==> src/am_pkg.sv <==
`default_nettype none

package am_pkg;

	localparam int N_ALIGNER = 20;    // lanes per pcs
	localparam int LEN_AM    = 48;    // M0 M1 M2 M4 M5 M6, no bip bytes

	typedef logic [LEN_AM-1:0]    am_value_t;
	typedef logic [N_ALIGNER-1:0] lane_mask_t;    // bit i enables lane i
	typedef logic [4:0]           lane_id_t;
	typedef logic [7:0]           bip_t;
	typedef logic [15:0]          bip_count_t;

	// lane markers, index = lane number
	localparam am_value_t AM_TABLE [0:N_ALIGNER-1] = '{
		48'hC168213E97DE,
		48'h9D718E628E71,
		48'h594BE8A6B417,
		48'h4D957BB26A84,
		48'hF507090AF8F6,
		48'hDD14C222EB3D,
		48'h9A4A2665B5D9,
		48'h7B456684BA99,
		48'hA024765FDB89,
		48'h68C9FB973604,
		48'hFD6C99029366,
		48'hB99155466EAA,
		48'h5CB9B2A3464D,
		48'h1AF8BDE50742,
		48'h83C7CA7C3835,
		48'h3536CDCAC932,
		48'hC4314C3BCEB3,
		48'hADD6B7522948,
		48'h5F662AA099D5,
		48'hC0F0E53F0F1A
	};

	localparam int BIP3_BYTE = 3;    // payload byte carrying bip3

	localparam int AM_PERIOD    = 16384;    // marker plus 16383 blocks
	localparam int AM_BAD_LIMIT = 4;        // consecutive misses before unlock
	localparam int AM_MISS_W    = $clog2(AM_BAD_LIMIT);

	typedef enum logic [1:0]
	{
		ST_SEARCH,     // hunting any allowed marker
		ST_CONFIRM,    // waiting one period for the same lane
		ST_LOCKED
	} am_lock_state_t;

endpackage

`default_nettype wire

==> src/pcs_block_pkg.sv <==
`default_nettype none

package pcs_block_pkg;

	localparam int LEN_CODED_BLOCK = 66;    // 64b payload + 2b sync header
	localparam int LEN_SH          = 2;
	localparam int LEN_PAYLOAD     = LEN_CODED_BLOCK - LEN_SH;

	typedef logic [LEN_CODED_BLOCK-1:0] coded_block_t;    // sh in [1:0], byte k at 2+8k
	typedef logic [LEN_SH-1:0]          sync_header_t;

	localparam sync_header_t SH_CTRL = 2'b10;
	localparam sync_header_t SH_DATA = 2'b01;

	localparam logic [7:0] BLOCK_TYPE_IDLE = 8'h1E;    // all-control block type

	// idle block, block type in byte 0 and zero control codes
	localparam coded_block_t CTRL_IDLE_BLOCK =
		{{(LEN_PAYLOAD-8){1'b0}}, BLOCK_TYPE_IDLE, SH_CTRL};

endpackage

`default_nettype wire

==> src/am_comparator.sv <==
`default_nettype none
`timescale 1ns/100ps

module am_comparator
(
	input  wire pcs_block_pkg::coded_block_t i_block,
	input  wire am_pkg::lane_mask_t          i_match_mask,    // runtime lane enables
	output logic                             o_match,
	output am_pkg::lane_id_t                 o_lane
);

	logic [7:0]         pl_byte [0:7];    // payload split into bytes
	logic               ctrl_sh;
	am_pkg::am_value_t  am_value;
	am_pkg::lane_mask_t match_vector;     // one bit per lane

	always_comb
	begin
		for (int k = 0; k < 8; k++)
			pl_byte[k] = i_block[pcs_block_pkg::LEN_SH + 8*k +: 8];
		ctrl_sh  = (i_block[pcs_block_pkg::LEN_SH-1:0] == pcs_block_pkg::SH_CTRL);
		// skip bip3 (byte 3) and bip7 (byte 7)
		am_value = {pl_byte[0], pl_byte[1], pl_byte[2], pl_byte[4], pl_byte[5], pl_byte[6]};
		for (int i = 0; i < am_pkg::N_ALIGNER; i++)
			match_vector[i] = ctrl_sh && i_match_mask[i] && (am_value == am_pkg::AM_TABLE[i]);
		// markers are distinct so no block may hit two lanes
		assert ($onehot0(match_vector))
			else $error("am_comparator: block matches more than one lane marker");
	end

	// lowest lane wins, loop runs downward so low index overrides
	always_comb
	begin
		o_lane = '0;
		for (int i = am_pkg::N_ALIGNER - 1; i >= 0; i--)
		begin
			if (match_vector[i])
				o_lane = am_pkg::lane_id_t'(i);
		end
	end

	assign o_match = |match_vector;

endmodule

`default_nettype wire

==> src/am_lock_fsm.sv <==
`default_nettype none
`timescale 1ns/100ps

module am_lock_fsm
(
	input  wire                   i_clock,
	input  wire                   i_reset,
	input  wire                   i_valid,         // block in the input register
	input  wire                   i_match,         // some allowed lane matched
	input  wire am_pkg::lane_id_t i_match_lane,
	input  wire                   i_timer_done,    // expected marker position
	output logic                  o_am_strobe,     // replace and bip-restart this block
	output logic                  o_am_check,      // compare bip3 on this marker
	output logic                  o_timer_restart,
	output logic                  o_am_lock,
	output am_pkg::lane_id_t      o_lane_id        // captured lane
);

	am_pkg::am_lock_state_t         state;
	am_pkg::am_lock_state_t         next_state;
	logic [am_pkg::AM_MISS_W-1:0]   miss_count;    // consecutive missing markers
	logic                           lane_match;    // match on the captured lane

	always_comb
	begin
		next_state      = state;
		o_am_strobe     = 1'b0;
		o_am_check      = 1'b0;
		o_timer_restart = 1'b0;
		lane_match      = i_match && (i_match_lane == o_lane_id);
		if (i_valid)
		begin
			case (state)
				am_pkg::ST_SEARCH:
				begin
					if (i_match)    // any position counts while searching
					begin
						o_am_strobe     = 1'b1;
						o_timer_restart = 1'b1;
						next_state      = am_pkg::ST_CONFIRM;
					end
				end
				am_pkg::ST_CONFIRM:
				begin
					if (i_timer_done)
					begin
						if (lane_match)
						begin
							o_am_strobe     = 1'b1;
							o_am_check      = 1'b1;
							o_timer_restart = 1'b1;
							next_state      = am_pkg::ST_LOCKED;
						end
						else
							next_state = am_pkg::ST_SEARCH;    // wrong lane or no marker
					end
				end
				am_pkg::ST_LOCKED:
				begin
					if (i_timer_done)
					begin
						o_timer_restart = 1'b1;    // keep grid even on a miss
						if (lane_match)
						begin
							o_am_strobe = 1'b1;
							o_am_check  = 1'b1;
						end
						else if (int'(miss_count) == am_pkg::AM_BAD_LIMIT - 1)
							next_state = am_pkg::ST_SEARCH;
					end
				end
				default: next_state = am_pkg::ST_SEARCH;
			endcase
		end
	end

	always_ff @(posedge i_clock)
	begin
		if (i_reset)
		begin
			state      <= am_pkg::ST_SEARCH;
			o_am_lock  <= 1'b0;
			o_lane_id  <= '0;
			miss_count <= '0;
		end
		else if (i_valid)
		begin
			state     <= next_state;
			o_am_lock <= (next_state == am_pkg::ST_LOCKED);
			if (state == am_pkg::ST_SEARCH && i_match)
				o_lane_id <= i_match_lane;    // lane taken from the first marker
			if (next_state != am_pkg::ST_LOCKED || (i_timer_done && lane_match))
				miss_count <= '0;
			else if (i_timer_done)
				miss_count <= miss_count + 1'b1;
		end
	end

	a_check_strobe: assert property (@(posedge i_clock) disable iff (i_reset)
		o_am_check |-> o_am_strobe);
	a_lock_state: assert property (@(posedge i_clock) disable iff (i_reset)
		o_am_lock |-> state == am_pkg::ST_LOCKED);

endmodule

`default_nettype wire

==> src/am_lock_module.sv <==
`default_nettype none
`timescale 1ns/100ps

module am_lock_module
#(
	parameter int P_PERIOD = am_pkg::AM_PERIOD    // blocks between markers
)
(
	input  wire                              i_clock,
	input  wire                              i_reset,
	input  wire                              i_enable,        // lane enable
	input  wire                              i_valid,         // new block strobe
	input  wire pcs_block_pkg::coded_block_t i_data,
	input  wire am_pkg::lane_mask_t          i_match_mask,
	output pcs_block_pkg::coded_block_t      o_data,
	output logic                             o_valid,
	output am_pkg::lane_id_t                 o_lane_id,
	output logic                             o_am_lock,
	output am_pkg::bip_count_t               o_bip_errors
);

	pcs_block_pkg::coded_block_t data_q;    // block under test
	logic                        valid_q;
	logic                        match;
	am_pkg::lane_id_t            match_lane;
	logic                        timer_done;
	logic                        timer_restart;
	logic                        am_strobe;
	logic                        am_check;

	always_ff @(posedge i_clock)
	begin
		if (i_valid && i_enable)
			data_q <= i_data;
	end

	always_ff @(posedge i_clock)
	begin
		if (i_reset)
			valid_q <= 1'b0;
		else
			valid_q <= i_valid && i_enable;    // one cycle per accepted block
	end

	am_comparator u_comparator
	(
		.i_block      (data_q),
		.i_match_mask (i_match_mask),
		.o_match      (match),
		.o_lane       (match_lane)
	);

	am_timer #(.P_PERIOD(P_PERIOD)) u_timer
	(
		.i_clock      (i_clock),
		.i_reset      (i_reset),
		.i_valid      (valid_q),
		.i_restart    (timer_restart),
		.o_timer_done (timer_done)
	);

	am_lock_fsm u_fsm
	(
		.i_clock         (i_clock),
		.i_reset         (i_reset),
		.i_valid         (valid_q),
		.i_match         (match),
		.i_match_lane    (match_lane),
		.i_timer_done    (timer_done),
		.o_am_strobe     (am_strobe),
		.o_am_check      (am_check),
		.o_timer_restart (timer_restart),
		.o_am_lock       (o_am_lock),
		.o_lane_id       (o_lane_id)
	);

	bip_checker u_bip_checker
	(
		.i_clock      (i_clock),
		.i_reset      (i_reset),
		.i_valid      (valid_q),
		.i_block      (data_q),
		.i_am_strobe  (am_strobe),
		.i_am_check   (am_check),
		.o_bip_errors (o_bip_errors)
	);

	// accepted markers leave as idle blocks
	assign o_data  = am_strobe ? pcs_block_pkg::CTRL_IDLE_BLOCK : data_q;
	assign o_valid = valid_q;

endmodule

`default_nettype wire

==> src/am_timer.sv <==
`default_nettype none
`timescale 1ns/100ps

module am_timer
#(
	parameter int P_PERIOD = am_pkg::AM_PERIOD    // blocks per marker period, >= 2
)
(
	input  wire  i_clock,
	input  wire  i_reset,
	input  wire  i_valid,      // one block in the input register
	input  wire  i_restart,    // marker seen, start a new period
	output logic o_timer_done
);

	localparam int           W    = $clog2(P_PERIOD);
	localparam logic [W-1:0] LAST = W'(P_PERIOD - 1);

	logic [W-1:0] count;    // blocks since the restarting one, minus one

	always_ff @(posedge i_clock)
	begin
		if (i_reset)
			count <= '0;
		else if (i_valid)
		begin
			if (i_restart || count == LAST)    // wrap keeps the grid when nobody restarts
				count <= '0;
			else
				count <= count + 1'b1;
		end
	end

	assign o_timer_done = (count == LAST);    // next marker due now

	a_count_range: assert property (@(posedge i_clock) disable iff (i_reset) count <= LAST);

endmodule

`default_nettype wire

==> src/bip_checker.sv <==
`default_nettype none
`timescale 1ns/100ps

module bip_checker
(
	input  wire                         i_clock,
	input  wire                         i_reset,
	input  wire                         i_valid,
	input  wire pcs_block_pkg::coded_block_t i_block,
	input  wire                         i_am_strobe,    // block is an accepted marker
	input  wire                         i_am_check,     // marker at its expected slot
	output am_pkg::bip_count_t          o_bip_errors
);

	am_pkg::bip_t bip_acc;       // running parity since the last marker
	am_pkg::bip_t blk_parity;
	am_pkg::bip_t rx_bip3;       // parity byte carried by the marker

	// bit k of the bip covers payload bits with index k mod 8
	function automatic am_pkg::bip_t block_bip(input pcs_block_pkg::coded_block_t blk);
		am_pkg::bip_t p;
		p = '0;
		for (int j = 0; j < pcs_block_pkg::LEN_PAYLOAD; j++)
			p[j % 8] = p[j % 8] ^ blk[pcs_block_pkg::LEN_SH + j];
		p[3] = p[3] ^ blk[0];    // sync header folds into lanes 3 and 4
		p[4] = p[4] ^ blk[1];
		return p;
	endfunction

	assign blk_parity = block_bip(i_block);
	assign rx_bip3    = i_block[pcs_block_pkg::LEN_SH + 8*am_pkg::BIP3_BYTE +: 8];

	// parity accumulator
	always_ff @(posedge i_clock)
	begin
		if (i_valid)
		begin
			if (i_am_strobe)
				bip_acc <= blk_parity;    // new window starts with the marker itself
			else
				bip_acc <= bip_acc ^ blk_parity;
		end
	end

	// mismatch counter, saturates at all ones
	always_ff @(posedge i_clock)
	begin
		if (i_reset)
			o_bip_errors <= '0;
		else if (i_valid && i_am_strobe && i_am_check)
		begin
			if (bip_acc != rx_bip3 && o_bip_errors != '1)
				o_bip_errors <= o_bip_errors + 1'b1;
		end
	end

endmodule

`default_nettype wire

==> config.mk <==
export PLATFORM = sky130hd
export DESIGN_NAME = am_lock_module
export DESIGN_NICKNAME = d
export VERILOG_FILES = /design/src/am_pkg.sv /design/src/pcs_block_pkg.sv /design/src/am_comparator.sv /design/src/am_lock_fsm.sv /design/src/am_lock_module.sv /design/src/am_timer.sv /design/src/bip_checker.sv
export SDC_FILE = /design/constraint.sdc
export NUM_CORES = 1
export LEC_CHECK = 0
export BUFFER_PORTS_ARGS = -buffer_cell sky130_fd_sc_hd__buf_2
export CAP_MARGIN = 0
export CORE_ASPECT_RATIO = 0.6
export CORE_MARGIN = 2
export CORE_UTILIZATION = 45
export CTS_BUF_LIST = sky130_fd_sc_hd__clkbuf_4 sky130_fd_sc_hd__clkbuf_8
export CTS_CLUSTER_SIZE = 30
export DETAILED_ROUTE_END_ITERATION = 8
export PLACE_DENSITY = 0.73
export SLEW_MARGIN = 20
export SYNTH_ARGS = -nofsm -noshare
export SYNTH_HDL_FRONTEND = slang
export SYNTH_SLANG_ARGS = --single-unit
==> constraint.sdc <==
create_clock -name i_clock -period 4.3 [get_ports i_clock]
set_input_delay 0.215 -clock i_clock [delete_from_list [all_inputs] [get_ports i_clock]]
set_output_delay 0.215 -clock i_clock [all_outputs]
set_load 0.05 [all_outputs]
==> impl_metrics.env <==
export IMPL_die_x_um=167.7
export IMPL_path_clk_slew_ns=0.09
export IMPL_achievable_frequency_mhz=237.2
export IMPL_cts_tree="yes"
export IMPL_combinational_family_with_the_most_area_after_synthesis="simple AND/OR/NAND/NOR gates"
export IMPL_routabilityCongestion=0.9918
export IMPL_track_usage_pct=31.36
export IMPL_finalClockSkew_ns=0.02229
export IMPL_number_of_global_route_vias_before_repair=6743
export IMPL_worst_min_delay_path_category="input pin to register"
export IMPL_drcViolationCount=0
export IMPL_post_synth_xor_area_fraction_pct=10.17
export IMPL_min_period_ns=4.215
export IMPL_avgSynthCellArea_um2=9.841
export IMPL_final_setup_viol_count=0
export IMPL_globalRoute_totalOverflow=0
export IMPL_initial_utilization_pct=46.53
export IMPL_final_min_period_over_clock_period_pct=98.02
export IMPL_p_leak_nw=3.703
export IMPL_dr_first_iter_drc_count=687
export IMPL_cell_area_after_synthesis_um2=7233
export IMPL_drv_max_cap_violation_count=0
export IMPL_dp_final_hpwl_um=19810
export IMPL_fp_coreArea_um2=15550
export IMPL_detail_route_antenna_nets=0
export IMPL_post_synth_top_area_fraction_pct=30.72
export IMPL_clock_tree_htree_level_count=4
export IMPL_synth_top_flop_cell="edfxtp_1"
export IMPL_ir_worst_vdd_uv=201.0
export IMPL_mostFrequentLayoutCells="buf_2, edfxtp_1, nor2b_1"
export IMPL_synth_area_top_cells="edfxtp_1, dfxtp_1, xnor2_1"
export IMPL_yosys_area_share_adder_pct=1.211
export IMPL_cp_max_fo=36
export IMPL_final_max_slew_violation_count=0
export IMPL_worst_setup_path_type="register to primary output"
export IMPL_via_per_inst=5.958
export IMPL_tritoncts_num_sinks=115
export IMPL_area_growth_syn_to_layout_pct=36.10
export IMPL_io_pins=179
export IMPL_mapped_nets=832
export IMPL_synthSimpleGateAreaFrac_pct=35.88
export IMPL_timing_setup_tns_ns=0
export IMPL_synth_ff_latch_count=115
export IMPL_numCtsBuffers=17
export IMPL_fraction_of_registers_with_async_set_or_reset_after_synthesis_pct=0
export IMPL_ys_types=58
export IMPL_critical_path_arrival_ns=4.00
export IMPL_die_height_um=102.2
export IMPL_std_cell_rows=35
export IMPL_muxShareOfSynthArea_pct=0.8822
export IMPL_compound_cell_area_share_of_the_yosys_netlist_pct=6.867
export IMPL_clk_insertion_delay_late_ns=0.44
export IMPL_yosys_warnings=0
export IMPL_clock_root_buffer="clkbuf_8"
export IMPL_pin_count_of_the_biggest_net_entering_global_routing=38
export IMPL_final_layout_size_suffix_gt1_share_pct=33.07
export IMPL_outcome="finished, final reports clean"
export IMPL_post_layout_total_power_w=0.003108
export IMPL_grt_first_pass_wirelength_um=40270
export IMPL_clockBufferDepth=2
export IMPL_layoutNonFillerInstCount=1213
export IMPL_worst_ep_required_time_ns=4.09
export IMPL_worstSetupEndpointType="primary output"
export IMPL_fillers=1296
export IMPL_slew_headroom_pct=41.58
export IMPL_vias=7227
export IMPL_hold_worst_slack_ns=0.2809
export IMPL_postLayoutCellArea_um2=9844
export IMPL_placed_cells=1107
export IMPL_post_drt_wl_per_cell_um=22.35
export IMPL_numPortBuffers=178
export IMPL_startpoint_type="register"
export IMPL_drt_total_wl_um=27120
export IMPL_tightestPinTransition_ns=0.8763
export IMPL_synthesis_instances=735
export IMPL_count_of_flip_flops_with_a_built_in_enable_after_synthesis=74
export IMPL_antenna_found_initial=0
export IMPL_antenna_cells_inserted=0
export IMPL_first_pass_iters=6
export IMPL_synth_sequential_area_ratio_pct=42.07
export IMPL_fp_dieArea_um2=17140
export IMPL_powerDensity_nw_per_um2=315.7
export IMPL_final_common_cell="buf_2"
export IMPL_place_area_um2=8426
export IMPL_nNetsFinal=1094
export IMPL_post_synth_top_area_cell="edfxtp_1"
export IMPL_finalHoldViolations=0
## worst max-delay path: stages, from the launching register on
cell and delay [ns]:
edfxtp_1 0.47, buf_4 0.19, and4bb_2 0.39, nand4_1 0.24, nor4_2 0.34, o2111ai_2 0.18
and4_1 0.28, o211ai_2 0.22, nor4b_4 0.07, buf_4 0.18, a21oi_2 0.21, nor2_4 0.06
buf_12 0.21, nor2b_1 0.21, buf_2 0.31
## cell families after synthesis
logic type / count (synthesis)
muxes: 6
DFF: 115
xor gates and xnor gates: 84
adders and majority gates: 7
AOI/OAI and AO/OA: 73
and+or+nand+nor: 404
buffers and inverters: 46
## metrics by stage
step,utilization (%),worst slack (ns)
finish,63.32,0.08499
global route,63.32,-0.06588
CTS,61.53,0.005492
detailed placement,54.20,0.2281
global placement,54.20,0.1220
floorplan,-,0.7975
## synthesized netlist by cell type (3+ instances only)
| cell | number |
|---|---|
| ha_1 | 7 |
| inv_1 | 10 |
| clkbuf_1 | 11 |
| or2_2 | 4 |
| nor2_1 | 43 |
| nand2_1 | 39 |
| and4bb_1 | 15 |
| buf_4 | 3 |
| nor4bb_1 | 5 |
| and4bb_2 | 26 |
| xnor2_1 | 57 |
| nor2b_1 | 68 |
| xor2_1 | 27 |
| or4_1 | 4 |
| nor4_2 | 5 |
| a21oi_1 | 17 |
| nand4_1 | 53 |
| nand3_1 | 54 |
| and2_1 | 6 |
| and3_1 | 5 |
| dfxtp_1 | 41 |
| a311oi_1 | 6 |
| a211oi_1 | 5 |
| mux2i_1 | 3 |
| o2111ai_1 | 4 |
| buf_2 | 22 |
| nor4_1 | 32 |
| or3_1 | 7 |
| nor3_1 | 24 |
| edfxtp_1 | 74 |
| o21ai_0 | 24 |
| and4_1 | 4 |
## path summary, 6_finish.rpt
path	startpoint	endpoint	slack, ns	depth (start not counted)
worst max-delay path	data_q[52]	o_data[52]	0.08	14
worst min register to register	u_fsm.miss_count[1]	u_fsm.miss_count[1]	0.46	2
worst max register to register	data_q[52]	u_bip_checker.bip_acc[3]	0.59	13
worst min-delay path	i_reset	u_bip_checker.o_bip_errors[1]	0.28	2
## state kept, by name, indices dropped and copies added (netlist names)
signal	cells
u_timer.count	14
u_fsm.state	2
u_bip_checker.o_bip_errors	16
o_valid	1
u_bip_checker.bip_acc	8
u_fsm.o_lane_id	5
u_fsm.miss_count	2
u_fsm.o_am_lock	1
data_q	66
## per-layer routing
metal  GRT usage (%)  wire, um
met5               0         0
met2           44.59     11030
met4           7.826       482
met1           46.68     12570
met3           9.024      3035
## repair_timing
| action | in CTS | in global routing |
|---|---|---|
| buffers inserted | 0 | 8 |
| endpoints found under the setup margin | 64 | 64 |
| hold endpoints to repair | 66 | 0 |
| hold buffers | 66 | 0 |
| pin swaps | 0 | 7 |
| gates resized for setup | 14 | 50 |
## area by class of cell
class                   count  area, um2  area share [%]
flip-flops and latches    115       3043           30.91
clock inverters            15      196.4           1.995
repair buffers            279       1838           18.67
inverters                  10      37.54          0.3813
well taps                 203      254.0           2.580
clock buffers              17      234.0           2.377
multi-input cells         574       4242           43.09
## report_power, final
group	internal (W)	switching (W)
logic	0.000259	0.000392
clock network	0.000592	0.000551
registers	0.00124	0.0000696
Power figures use the tool's default switching activity.
